===== src/include/rcc_rst_defs.svh =====
`ifndef RCC_RST_DEFS_SVH
`define RCC_RST_DEFS_SVH

// domain release counts, in sys_clk_pre cycles
`define RCC_D1_RST_CYCLES 10
`define RCC_D2_RST_CYCLES 12

// software peripheral resets
`define RCC_NUM_PER 8

// reset cause vector, one bit per source
`define RCC_NUM_SRC   11
`define RCC_SRC_POR   0
`define RCC_SRC_BOR   1
`define RCC_SRC_PIN   2
`define RCC_SRC_IWDG1 3
`define RCC_SRC_WWDG1 4
`define RCC_SRC_IWDG2 5
`define RCC_SRC_WWDG2 6
`define RCC_SRC_LPWR1 7
`define RCC_SRC_LPWR2 8
`define RCC_SRC_SFT1  9
`define RCC_SRC_SFT2  10

// wishbone word addresses
`define RCC_ADR_RSR   0
`define RCC_ADR_PRSTR 1

// rsr write bit that clears the cause flags
`define RCC_RMVF_BIT 16

`endif


===== src/design/rcc_rst_pkg.sv =====
`default_nettype none

`include "rcc_rst_defs.svh"

package rcc_rst_pkg;

  // one bit per reset cause, por in bit 0 up to sft2
  typedef logic [`RCC_NUM_SRC-1:0] rst_src_t;

  // software peripheral reset vector
  typedef logic [`RCC_NUM_PER-1:0] per_rst_t;

  // wishbone word address and data
  typedef logic [3:0]  wb_adr_t;
  typedef logic [31:0] wb_dat_t;

  // system reset fsm
  typedef enum logic [1:0] {
    SYS_HOLD,
    SYS_WAIT_REL,
    SYS_RUN
  } sys_rst_state_t;

endpackage

`default_nettype wire


===== src/design/rcc_domain_rst_seq.sv =====
`timescale 1ns/1ns
`default_nettype none

module rcc_domain_rst_seq #(
  parameter int DURATION = 10
) (
  input  wire  sys_clk_pre,
  input  wire  pwr_d1_ok,
  input  wire  sys_rst_n,
  input  wire  release_ok,
  output logic dom_rst_n
);

  localparam int CNT_W = $clog2(DURATION + 1);

  logic [CNT_W-1:0] rel_cnt;
  logic             cnt_done;

  assign cnt_done = (rel_cnt == CNT_W'(DURATION));

  ////////////////////////////////////////////////////////////////////////////
  // counted domain release
  ////////////////////////////////////////////////////////////////////////////
  always_ff @(posedge sys_clk_pre or negedge pwr_d1_ok) begin
    if (!pwr_d1_ok) begin
      rel_cnt   <= '0;
      dom_rst_n <= 1'b0;
    end else if (!sys_rst_n) begin
      // system in reset, start over
      rel_cnt   <= '0;
      dom_rst_n <= 1'b0;
    end else if (!cnt_done) begin
      rel_cnt   <= rel_cnt + 1'b1;
      dom_rst_n <= 1'b0;
    end else if (release_ok) begin
      // count saturated, only the release condition left
      dom_rst_n <= 1'b1;
    end
  end

  a_no_early_release : assert property (@(posedge sys_clk_pre) disable iff (!pwr_d1_ok)
    !sys_rst_n |=> !dom_rst_n)
    else $error("domain reset released while system reset low");

endmodule

`default_nettype wire


===== src/design/rcc_rst_regs.sv =====
`timescale 1ns/1ns
`default_nettype none

`include "rcc_rst_defs.svh"

module rcc_rst_regs (
  input  wire                   sys_clk_pre,
  input  wire                   pwr_d1_ok,
  input  wire rcc_rst_pkg::rst_src_t src_sync,
  input  wire                   sys_rst_n,
  input  wire                   d1_rst_n,
  input  wire                   d2_rst_n,
  input  wire                   wb_cyc,
  input  wire                   wb_stb,
  input  wire                   wb_we,
  input  wire rcc_rst_pkg::wb_adr_t  wb_adr,
  input  wire rcc_rst_pkg::wb_dat_t  wb_dat_w,
  output rcc_rst_pkg::wb_dat_t  wb_dat_r,
  output logic                  wb_ack,
  output logic                  cpu1_rst_n,
  output logic                  cpu2_rst_n,
  output rcc_rst_pkg::per_rst_t per_rst_n
);
  import rcc_rst_pkg::*;

  logic     wb_req;
  logic     wr_en;
  logic     rmvf_wr;
  logic     prstr_wr;
  rst_src_t flags;
  per_rst_t prstr;
  wb_dat_t  rd_mux;

  // new request only while no ack is out
  assign wb_req   = wb_cyc & wb_stb & ~wb_ack;
  assign wr_en    = wb_req & wb_we;
  assign rmvf_wr  = wr_en & (wb_adr == wb_adr_t'(`RCC_ADR_RSR)) & wb_dat_w[`RCC_RMVF_BIT];
  assign prstr_wr = wr_en & (wb_adr == wb_adr_t'(`RCC_ADR_PRSTR));

  ////////////////////////////////////////////////////////////////////////////
  // wishbone handshake and read mux
  ////////////////////////////////////////////////////////////////////////////
  always_ff @(posedge sys_clk_pre or negedge pwr_d1_ok) begin
    if (!pwr_d1_ok) begin
      wb_ack <= 1'b0;
    end else begin
      wb_ack <= wb_req;
    end
  end

  always_comb begin
    rd_mux = '0;
    case (wb_adr)
      wb_adr_t'(`RCC_ADR_RSR):   rd_mux[`RCC_NUM_SRC-1:0] = flags;
      wb_adr_t'(`RCC_ADR_PRSTR): rd_mux[`RCC_NUM_PER-1:0] = prstr;
      default:                   rd_mux = '0;
    endcase
  end

  // read data lands with the ack
  always_ff @(posedge sys_clk_pre) begin
    if (wb_req) begin
      wb_dat_r <= rd_mux;
    end
  end

  ////////////////////////////////////////////////////////////////////////////
  // cause flags, peripheral resets, cpu resets
  ////////////////////////////////////////////////////////////////////////////
  always_ff @(posedge sys_clk_pre or negedge pwr_d1_ok) begin
    if (!pwr_d1_ok) begin
      flags      <= '0;
      prstr      <= '0;
      cpu1_rst_n <= 1'b0;
      cpu2_rst_n <= 1'b0;
      per_rst_n  <= '0;
    end else begin
      // sticky, survives sys reset, live source sets again next cycle
      if (rmvf_wr) begin
        flags <= '0;
      end else begin
        flags <= flags | src_sync;
      end
      if (!sys_rst_n) begin
        prstr <= '0;
      end else if (prstr_wr) begin
        prstr <= wb_dat_w[`RCC_NUM_PER-1:0];
      end
      // window watchdog always resets its own cpu
      cpu1_rst_n <= sys_rst_n & d1_rst_n & ~src_sync[`RCC_SRC_WWDG1];
      cpu2_rst_n <= sys_rst_n & d2_rst_n & ~src_sync[`RCC_SRC_WWDG2];
      per_rst_n  <= ~prstr;
    end
  end

  a_single_ack : assert property (@(posedge sys_clk_pre) disable iff (!pwr_d1_ok)
    wb_ack |=> !wb_ack)
    else $error("wb_ack held for two cycles");

endmodule

`default_nettype wire


===== src/design/rcc_rst_src_sync.sv =====
`timescale 1ns/1ns
`default_nettype none

`include "rcc_rst_defs.svh"

module rcc_rst_src_sync (
  input  wire                  sys_clk_pre,
  input  wire                  pwr_d1_ok,
  input  wire                  pwr_por_rst,
  input  wire                  pwr_bor_rst,
  input  wire                  nrst_in,
  input  wire                  iwdg1_out_rst,
  input  wire                  wwdg1_out_rst,
  input  wire                  iwdg2_out_rst,
  input  wire                  wwdg2_out_rst,
  input  wire                  lpwr1_rst,
  input  wire                  lpwr2_rst,
  input  wire                  cpu1_sftrst,
  input  wire                  cpu2_sftrst,
  input  wire                  ww1rsc,
  input  wire                  ww2rsc,
  output rcc_rst_pkg::rst_src_t src_sync,
  output logic                 src_active,
  output logic                 nrst_out
);
  import rcc_rst_pkg::*;

  rst_src_t raw_src;
  rst_src_t sync_q1;
  rst_src_t cause_en;
  logic     active_nxt;

  // gather the sources, pin made active high
  always_comb begin
    raw_src[`RCC_SRC_POR]   = pwr_por_rst;
    raw_src[`RCC_SRC_BOR]   = pwr_bor_rst;
    raw_src[`RCC_SRC_PIN]   = ~nrst_in;
    raw_src[`RCC_SRC_IWDG1] = iwdg1_out_rst;
    raw_src[`RCC_SRC_WWDG1] = wwdg1_out_rst;
    raw_src[`RCC_SRC_IWDG2] = iwdg2_out_rst;
    raw_src[`RCC_SRC_WWDG2] = wwdg2_out_rst;
    raw_src[`RCC_SRC_LPWR1] = lpwr1_rst;
    raw_src[`RCC_SRC_LPWR2] = lpwr2_rst;
    raw_src[`RCC_SRC_SFT1]  = cpu1_sftrst;
    raw_src[`RCC_SRC_SFT2]  = cpu2_sftrst;
  end

  // window watchdogs only reset the system when enabled
  always_comb begin
    cause_en                = '1;
    cause_en[`RCC_SRC_WWDG1] = ww1rsc;
    cause_en[`RCC_SRC_WWDG2] = ww2rsc;
    active_nxt              = |(sync_q1 & cause_en);
  end

  ////////////////////////////////////////////////////////////////////////////
  // two-flop synchronizer, active flag and pin drive share the second stage
  ////////////////////////////////////////////////////////////////////////////
  always_ff @(posedge sys_clk_pre or negedge pwr_d1_ok) begin
    if (!pwr_d1_ok) begin
      sync_q1    <= '0;
      src_sync   <= '0;
      src_active <= 1'b0;
      nrst_out   <= 1'b0;
    end else begin
      sync_q1    <= raw_src;
      src_sync   <= sync_q1;
      src_active <= active_nxt;
      // pin pulled low for as long as a cause is active
      nrst_out   <= ~active_nxt;
    end
  end

  a_pin_follows_cause : assert property (@(posedge sys_clk_pre) disable iff (!pwr_d1_ok)
    src_active |-> !nrst_out)
    else $error("nrst_out high while a reset cause is active");

endmodule

`default_nettype wire


===== src/design/rcc_sys_rst_gen.sv =====
`timescale 1ns/1ns
`default_nettype none

module rcc_sys_rst_gen (
  input  wire  sys_clk_pre,
  input  wire  pwr_d1_ok,
  input  wire  src_active,
  input  wire  pwr_por_rst,
  input  wire  pwr_vcore_ok,
  input  wire  flash_obl_reload,
  input  wire  obl_done,
  input  wire  hsi_rdy,
  input  wire  flash_power_ok,
  output logic sys_rst_n,
  output logic stby_rst_n
);
  import rcc_rst_pkg::*;

  logic           obl_rst;
  logic           hw_init_done;
  logic           sys_hold_req;
  sys_rst_state_t state;
  sys_rst_state_t state_nxt;

  // option bytes still loading or being reloaded
  assign obl_rst      = ~obl_done | flash_obl_reload;
  assign hw_init_done = ~pwr_por_rst & pwr_vcore_ok & ~obl_rst;
  // any reason to pull the system back into reset
  assign sys_hold_req = src_active | ~hw_init_done;

  ////////////////////////////////////////////////////////////////////////////
  // system reset fsm
  ////////////////////////////////////////////////////////////////////////////
  always_comb begin
    state_nxt = state;
    if (sys_hold_req) begin
      state_nxt = SYS_HOLD;
    end else begin
      case (state)
        // causes gone, wait for clock and flash
        SYS_HOLD:     state_nxt = SYS_WAIT_REL;
        SYS_WAIT_REL: begin
          if (hsi_rdy && flash_power_ok) begin
            state_nxt = SYS_RUN;
          end
        end
        SYS_RUN:      state_nxt = SYS_RUN;
        default:      state_nxt = SYS_HOLD;
      endcase
    end
  end

  always_ff @(posedge sys_clk_pre or negedge pwr_d1_ok) begin
    if (!pwr_d1_ok) begin
      state      <= SYS_HOLD;
      sys_rst_n  <= 1'b0;
      stby_rst_n <= 1'b0;
    end else begin
      state      <= state_nxt;
      // released together with the move into run
      sys_rst_n  <= (state_nxt == SYS_RUN);
      // standby domain only needs vcore, no por and loaded option bytes
      stby_rst_n <= ~(pwr_por_rst | ~pwr_vcore_ok | ~obl_done);
    end
  end

  a_hold_in_reset : assert property (@(posedge sys_clk_pre) disable iff (!pwr_d1_ok)
    (state == SYS_HOLD) |-> !sys_rst_n)
    else $error("sys_rst_n high in SYS_HOLD");

  a_stby_on_vcore : assert property (@(posedge sys_clk_pre) disable iff (!pwr_d1_ok)
    !pwr_vcore_ok |=> !stby_rst_n)
    else $error("stby_rst_n high after vcore loss");

endmodule

`default_nettype wire


===== src/design/rcc_vcore_rst_ctrl.sv =====
`timescale 1ns/1ns
`default_nettype none

`include "rcc_rst_defs.svh"

module rcc_vcore_rst_ctrl (
  input  wire                        sys_clk_pre,
  input  wire                        pwr_d1_ok,
  input  wire                        pwr_d2_ok,
  input  wire                        pwr_por_rst,
  input  wire                        pwr_bor_rst,
  input  wire                        pwr_vcore_ok,
  input  wire                        nrst_in,
  input  wire                        iwdg1_out_rst,
  input  wire                        wwdg1_out_rst,
  input  wire                        iwdg2_out_rst,
  input  wire                        wwdg2_out_rst,
  input  wire                        lpwr1_rst,
  input  wire                        lpwr2_rst,
  input  wire                        cpu1_sftrst,
  input  wire                        cpu2_sftrst,
  input  wire                        ww1rsc,
  input  wire                        ww2rsc,
  input  wire                        flash_obl_reload,
  input  wire                        obl_done,
  input  wire                        hsi_rdy,
  input  wire                        flash_power_ok,
  input  wire                        wb_cyc,
  input  wire                        wb_stb,
  input  wire                        wb_we,
  input  wire rcc_rst_pkg::wb_adr_t  wb_adr,
  input  wire rcc_rst_pkg::wb_dat_t  wb_dat_w,
  output wire rcc_rst_pkg::wb_dat_t  wb_dat_r,
  output wire                        wb_ack,
  output wire                        sys_rst_n,
  output wire                        d1_rst_n,
  output wire                        d2_rst_n,
  output wire                        stby_rst_n,
  output wire                        nrst_out,
  output wire                        cpu1_rst_n,
  output wire                        cpu2_rst_n,
  output wire rcc_rst_pkg::per_rst_t per_rst_n
);
  import rcc_rst_pkg::*;

  rst_src_t src_sync;
  logic     src_active;

  ////////////////////////////////////////////////////////////////////////////
  // source sync, then system reset
  ////////////////////////////////////////////////////////////////////////////
  rcc_rst_src_sync u_src_sync (
    .sys_clk_pre   (sys_clk_pre),
    .pwr_d1_ok     (pwr_d1_ok),
    .pwr_por_rst   (pwr_por_rst),
    .pwr_bor_rst   (pwr_bor_rst),
    .nrst_in       (nrst_in),
    .iwdg1_out_rst (iwdg1_out_rst),
    .wwdg1_out_rst (wwdg1_out_rst),
    .iwdg2_out_rst (iwdg2_out_rst),
    .wwdg2_out_rst (wwdg2_out_rst),
    .lpwr1_rst     (lpwr1_rst),
    .lpwr2_rst     (lpwr2_rst),
    .cpu1_sftrst   (cpu1_sftrst),
    .cpu2_sftrst   (cpu2_sftrst),
    .ww1rsc        (ww1rsc),
    .ww2rsc        (ww2rsc),
    .src_sync      (src_sync),
    .src_active    (src_active),
    .nrst_out      (nrst_out)
  );

  rcc_sys_rst_gen u_sys_rst_gen (
    .sys_clk_pre      (sys_clk_pre),
    .pwr_d1_ok        (pwr_d1_ok),
    .src_active       (src_active),
    .pwr_por_rst      (pwr_por_rst),
    .pwr_vcore_ok     (pwr_vcore_ok),
    .flash_obl_reload (flash_obl_reload),
    .obl_done         (obl_done),
    .hsi_rdy          (hsi_rdy),
    .flash_power_ok   (flash_power_ok),
    .sys_rst_n        (sys_rst_n),
    .stby_rst_n       (stby_rst_n)
  );

  // d1 waits on flash power, d2 on its own supply
  rcc_domain_rst_seq #(.DURATION(`RCC_D1_RST_CYCLES)) u_d1_rst_seq (
    .sys_clk_pre (sys_clk_pre),
    .pwr_d1_ok   (pwr_d1_ok),
    .sys_rst_n   (sys_rst_n),
    .release_ok  (flash_power_ok),
    .dom_rst_n   (d1_rst_n)
  );

  rcc_domain_rst_seq #(.DURATION(`RCC_D2_RST_CYCLES)) u_d2_rst_seq (
    .sys_clk_pre (sys_clk_pre),
    .pwr_d1_ok   (pwr_d1_ok),
    .sys_rst_n   (sys_rst_n),
    .release_ok  (pwr_d2_ok),
    .dom_rst_n   (d2_rst_n)
  );

  ////////////////////////////////////////////////////////////////////////////
  // register stage
  ////////////////////////////////////////////////////////////////////////////
  rcc_rst_regs u_rst_regs (
    .sys_clk_pre (sys_clk_pre),
    .pwr_d1_ok   (pwr_d1_ok),
    .src_sync    (src_sync),
    .sys_rst_n   (sys_rst_n),
    .d1_rst_n    (d1_rst_n),
    .d2_rst_n    (d2_rst_n),
    .wb_cyc      (wb_cyc),
    .wb_stb      (wb_stb),
    .wb_we       (wb_we),
    .wb_adr      (wb_adr),
    .wb_dat_w    (wb_dat_w),
    .wb_dat_r    (wb_dat_r),
    .wb_ack      (wb_ack),
    .cpu1_rst_n  (cpu1_rst_n),
    .cpu2_rst_n  (cpu2_rst_n),
    .per_rst_n   (per_rst_n)
  );

endmodule

`default_nettype wire


===== config.mk =====
export PLATFORM = sky130hd
export DESIGN_NAME = rcc_vcore_rst_ctrl
export DESIGN_NICKNAME = d
export VERILOG_FILES = /design/src/design/rcc_rst_pkg.sv /design/src/design/rcc_domain_rst_seq.sv /design/src/design/rcc_rst_regs.sv /design/src/design/rcc_rst_src_sync.sv /design/src/design/rcc_sys_rst_gen.sv /design/src/design/rcc_vcore_rst_ctrl.sv
export VERILOG_INCLUDE_DIRS = /design/src /design/src/include
export SDC_FILE = /design/constraint.sdc
export NUM_CORES = 1
export LEC_CHECK = 0
export ABC_AREA = 0
export BUFFER_PORTS_ARGS = -buffer_cell sky130_fd_sc_hd__buf_2
export CAP_MARGIN = 5
export CORE_MARGIN = 3
export CORE_UTILIZATION = 45
export CTS_CLUSTER_SIZE = 12
export DETAILED_ROUTE_END_ITERATION = 12
export MAX_ROUTING_LAYER = met4
export PLACE_DENSITY_LB_ADDON = 0.12
export SYNTH_ARGS = -nofsm -noshare
export SYNTH_HDL_FRONTEND = slang
export SYNTH_HIERARCHICAL = 1
export SYNTH_SLANG_ARGS = --single-unit

===== constraint.sdc =====
create_clock -name sys_clk_pre -period 1.55 [get_ports sys_clk_pre]
set_input_delay 0.0775 -clock sys_clk_pre [delete_from_list [all_inputs] [get_ports sys_clk_pre]]
set_output_delay 0.0775 -clock sys_clk_pre [all_outputs]
set_load 0.03 [all_outputs]

[Word-level counts from Yosys, hierarchy flattened]
Index checks and enable logic that the tools add are counted.
Cells by class
  muxes and demuxes: 17
  add/sub/neg operators: 2
  reduce and logical (&&, ||, !) cells: 4
  bitwise operators: 30
  equal/unequal tests: 11
Operator list (count)
  $mux W4: 4
  $mux W8: 2
  $pmux W8 S2: 1
  $and A1 B1 Y1: 12
  $and A11 B11 Y11: 1
  $mux W11: 1
  $not A1 Y1: 11
  $or A11 B11 Y11: 1
  $reduce_or A11 Y1: 1
  $add A4 B1 Y4 const B: 2
  $eq A4 B4 Y1 const B: 2
  $not A8 Y8: 1
  $mux W1: 6
  $ne A3 B3 Y1 const B: 2
  $pmux W2 S3: 1
  $eq A2 B2 Y1 const B: 2
  $eq A4 B1 Y1 const B: 1
  $logic_not A4 Y1: 1
  $mux W2: 2
  $ne A2 B2 Y1 const B: 2
  $or A1 B1 Y1: 4
  $eq A2 B1 Y1 const B: 1
  $logic_not A2 Y1: 1
  $ne A2 B1 Y1 const B: 1
  $logic_and A1 B1 Y1: 1
Word-level totals
  output and inout bits: 48
  register bits: 79
  input port bits: 60
  logic and storage cells: 83

[Logic depth before layout (Yosys ltp)]
  depth in word-level cells: 8
  mapped depth: 5
  gate-level depth less buffers: 5

[Hierarchy]
The synthesis kept the hierarchy.
By module, submodules not included
  rcc_rst_regs: area an instance 1687.9 um2, instances 1, cells an instance 144
  rcc_rst_src_sync: area an instance 648.1 um2, instances 1, cells an instance 31
  rcc_domain_rst_seq at u_d1_rst_seq: area an instance 255.2 um2, instances 1, cells an instance 22
  rcc_domain_rst_seq at u_d2_rst_seq: area an instance 252.7 um2, instances 1, cells an instance 25
  rcc_sys_rst_gen: area an instance 231.5 um2, instances 1, cells an instance 12

[Worst setup path after synthesis]
Ideal clock, no wire load.
  kind: register to register
  from: register u_sys_rst_gen.sys_rst_n
  to: register u_rst_regs.prstr[0]
  buffers on the path: 2
  slack: 0.062 ns
  cell stages (with the launch flop): 5
  clock period less this slack: 1.488 ns
  arrival time: 1.409 ns
  cell sequence: dfrtp_1 > clkbuf_1 > clkbuf_1 > nand2_1 > mux2i_1
On the way
  cells in the longest elaborated chain, start to end: 1
  elaborated cells between the ends (all ways): 2
  classes of those cells: 1 x eq/ne; 1 x mux
RTL lines
  start, declared: line rcc_sys_rst_gen.sv:14  | output logic sys_rst_n,
  start signal, assigned: line rcc_sys_rst_gen.sv:61  | sys_rst_n <= (state_nxt == SYS_RUN);
  $ne A2 B1 Y1 (no line) / $mux W8 (equally long branches)
  end signal, assigned: line rcc_rst_regs.sv:87  | prstr <= wb_dat_w[`RCC_NUM_PER-1:0];
  end, declared: line rcc_rst_regs.sv:31  | per_rst_t prstr;
Parallel ways exist; a longest one is shown, timed or not.
A chain may end at the register's enable or synchronous reset.

[Worst setup path in the final report]
  from: register u_rst_regs.wb_ack
  to: register u_rst_regs.flags[4]
On the way
  cells in the longest elaborated chain, start to end: 6
RTL lines
  start, declared: line rcc_rst_regs.sv:19  | output logic wb_ack,
  start signal, assigned: line rcc_rst_regs.sv:47  | wb_ack <= wb_req;
  $not A1 Y1: line rcc_rst_regs.sv:35  | assign wb_req = wb_cyc & wb_stb & ~wb_ack;
  $and A1 B1 Y1: line rcc_rst_regs.sv:35
  $and A1 B1 Y1: line rcc_rst_regs.sv:36  | assign wr_en = wb_req & wb_we;
  $and A1 B1 Y1 (2 in a row): line rcc_rst_regs.sv:37  | assign rmvf_wr = wr_en & (wb_adr == wb_adr_t'(`RCC_ADR_RSR)) & wb_dat_w[`RCC_RMVF_BIT];
  $mux W11: line rcc_rst_regs.sv:79  | if (rmvf_wr) begin
  end signal, assigned: line rcc_rst_regs.sv:82  | flags <= flags | src_sync;
  end, declared: line rcc_rst_regs.sv:30  | rst_src_t flags;
Every way passes these cells.

==> flow_summary.yaml <==
status:
  outcome: "finished clean"
job:
  maxCapViolCount: 0
sta:
  max_freq_mhz: 766
  finalWorstSetupSlack_ps: 245
  hold_viol: 0
  period_share: 0.842
  drv_slew: 0
  finalClockSkew_ps: 7.48
  fin_setup_tns_ps: 0
  setup_viol: 0
  grt_setup_unrepaired: "no"
  period_minus_slack_ps: 1310
worst_setup_path:
  cp.required_ps: 1760
  critPathTopFamily: "simple AND/OR/NAND/NOR gates"
  cp_data_arrival_time_ps: 1510
  crit_chain: "and4b_1 -> and3_1 -> nor2_1"
  rr_startpoint: "u_rst_regs/wb_ack"
  path_buf_inv: 0
  end_kind: "flip-flop"
  crit_path_max_fanout: 11
  crit_start: "u_rst_regs/wb_ack"
  cp_slowest_cell: "and3_1"
  critPathMaxStageDelay_ps: 440
  critPathLaunchType: "flip-flop"
  critical_path_class: "reg2reg"
clock_tree:
  clkSlewWorstSetupHoldPaths_ps: 80
  clock_latency_ps: 340
  root_buffer: "clkbuf_8"
  cts_buffers: 9
  cts_max_level: 3
  clock_path_buffers: 2
  cts.sinks: 79
  post_cts_buffers: 0
  cts_tree: "yes"
die:
  fp.dieW_um: 88.7
  pin_count: 108
  core_area_sq_um: 6490
  initial_core_util: 0.474
  die_area_sq_um: 7860
  rows: 29
  fp.dieH_um: 88.7
route:
  drt-wirelength-per-cell_um: 13.0
  dr_wl_met2_mm: 2.49
  drcViolationCount: 0
  drt-vias-per-instance: 4.53
  via_count: 1870
  wl_met1_mm: 2.54
  drt-initial-drc-count: 56
  wl_mm: 5.38
  wl_met3_um: 258
  detail-route-antenna-nets: 0
  drtPass1Iterations: 6
  highest_layer: "met4"
hold_path:
  hold_path.startpoint: "pwr_vcore_ok"
  hp-class: "in2reg"
place:
  hpwl_mm: 3.49
  gp_congestion: 0.723
  port-buffer-count: 63
  place_ws_ps: 243
power:
  p_leak_nw: 1.75
  power_mw: 3.89
  p_per_area_nw_per_um2: 1010
  ir_worst_vdd_mv: 0.417
layout:
  syn2layout_area_growth_pct: 25.8
  final_cell_mix: "dfrtp_1, buf_2, nor2_1, nand2_1, dlygate4sd3_1"
  layout_commonest_cell: "dfrtp_1"
  nets: 395
  fin_util: 0.596
  diodes: 0
  final_layout_size_suffix_gt1_frac: 0.280
  nFillCells: 558
synth:
  syn_area_per_cell_sq_um: 13.1
  netlist-cell-type-count: 38
  synth_area_sq_um: 3080
  ys_ff_latch: 79
  ys_warn_count: 6
  synth_cells: 234
  ys_seq_area_frac: 0.661
global_route:
  grt_max_degree: 69
  grt_overflow_total: 0
  grt_pass1_wl_mm: 8.47
  grt_pass1_vias: 1719
  grtUsageTotal: 0.149
  antenna_found_initial: 0
==> final cells by class <==
type / instances / area [sq um] / share of cell area
Clock inverter: 6 / 60.1 / 0.0155
Tap cell: 77 / 96.3 / 0.0249
Sequential cell: 79 / 2030 / 0.525
Inverter: 13 / 48.8 / 0.0126
Timing Repair Buffer: 92 / 616 / 0.159
Clock buffer: 10 / 128 / 0.0330
Multi-Input combinational cell: 136 / 890 / 0.230
==> path summary, 6_finish.rpt <==
path	end	slack, ps	cells past startpoint
max	u_rst_regs/flags[4]	240	3
min	u_sys_rst_gen/state[1]	50	3
max in group asynchronous	u_src_sync/sync_q1[1]	960	3
min reg2reg	u_src_sync/src_sync[2]	370	0
max reg2reg	u_rst_regs/flags[4]	240	3
min in group asynchronous	u_rst_regs/per_rst_n[2]	290	3
==> state kept, by name (all words and copies together), names as in the netlist, 2 cells and up <==
signal / cells
u_rst_regs/flags: 11
u_rst_regs/wb_dat_r: 11
u_src_sync/src_sync: 11
u_src_sync/sync_q1: 11
u_rst_regs/per_rst_n: 8
u_rst_regs/prstr: 8
u_d1_rst_seq/rel_cnt: 4
u_d2_rst_seq/rel_cnt: 4
u_sys_rst_gen/state: 2
==> Yosys cell counts, drive strengths merged <==
master / instances / area share
buf: 24 / 0.058
nand4: 1 / 0.0020
and2: 6 / 0.012
nand2b: 3 / 0.0085
conb: 1 / 0.0012
nor4b: 1 / 0.0077
xnor2: 2 / 0.0057
o311a: 1 / 0.0033
a2111oi: 2 / 0.018
nand2: 26 / 0.032
nand3b: 3 / 0.015
o21ai: 4 / 0.0065
and4: 1 / 0.0028
mux2i: 11 / 0.036
nor3: 1 / 0.0016
ha: 4 / 0.016
nor2: 27 / 0.033
a211oi: 1 / 0.0024
nor2b: 1 / 0.0020
and4b: 1 / 0.0033
edfxtp: 11 / 0.11
a31o: 2 / 0.0057
nand4b: 1 / 0.0077
a21oi: 1 / 0.0016
a22o: 8 / 0.023
nor4: 3 / 0.0081
a31oi: 1 / 0.0020
and3: 1 / 0.0020
inv: 13 / 0.016
nand3: 2 / 0.0033
clkbuf: 2 / 0.0024
dfrtp: 68 / 0.55
==> metal layers <==
metal / vias up / global-route usage
met5: - / -
met4: 0 / 0.0742
met3: 9 / 0.0251
met2: 64 / 0.221
met1: 863 / 0.199
li1: 934 / -
==> cell families (layout without fill, tap and decap cells) <==
family                   count (synthesis)  after routing  share of synthesized area
XOR/XNOR                                 2              2                    0.00570
AO/OA/AOI/OAI                           20             20                     0.0622
buffers and inverters                   39            121                     0.0765
adder cells (fa/ha/maj)                  4              4                     0.0163
other                                    1             21                    0.00122
flip-flops                              79             79                      0.661
AND/OR/NAND/NOR                         78             78                      0.142
multiplexers                            11             11                     0.0358
==> worst reg2reg max path: stages (launching register included) <==
cell	delay [ps]
dfrtp_1	380
and4b_1	250
and3_1	440
nor2_1	100
==> metrics by stage <==
| stage | hold WS [ps] | cells | cell area, sq um |
|---|---|---|---|
| finish | 50.6 | 413 | 3870 |
| global route | 46.6 | 413 | 3870 |
| CTS | 34.0 | 413 | 3870 |
| detailed placement | 130 | 374 | 3450 |
| global placement | 128 | 374 | 3450 |
| floorplan | -218 | 254 | 3150 |
==> where the power goes <==
group	switching, mW	total, mW	leakage, nW	internal [mW]
registers	0.0180	2.16	0.904	2.14
logic	0.179	0.280	0.750	0.101
clock network	0.714	1.45	0.100	0.740
total	0.911	3.89	1.75	2.98
==> what timing repair did <==
item                                    4_1_cts  5_1_grt
hold endpoints to repair                     92        0
endpoints found under the setup margin        0        0
gates resized for setup                       0        0
hold buffers                                 23        0
Note: power is estimated with default switching activity, not from simulation.
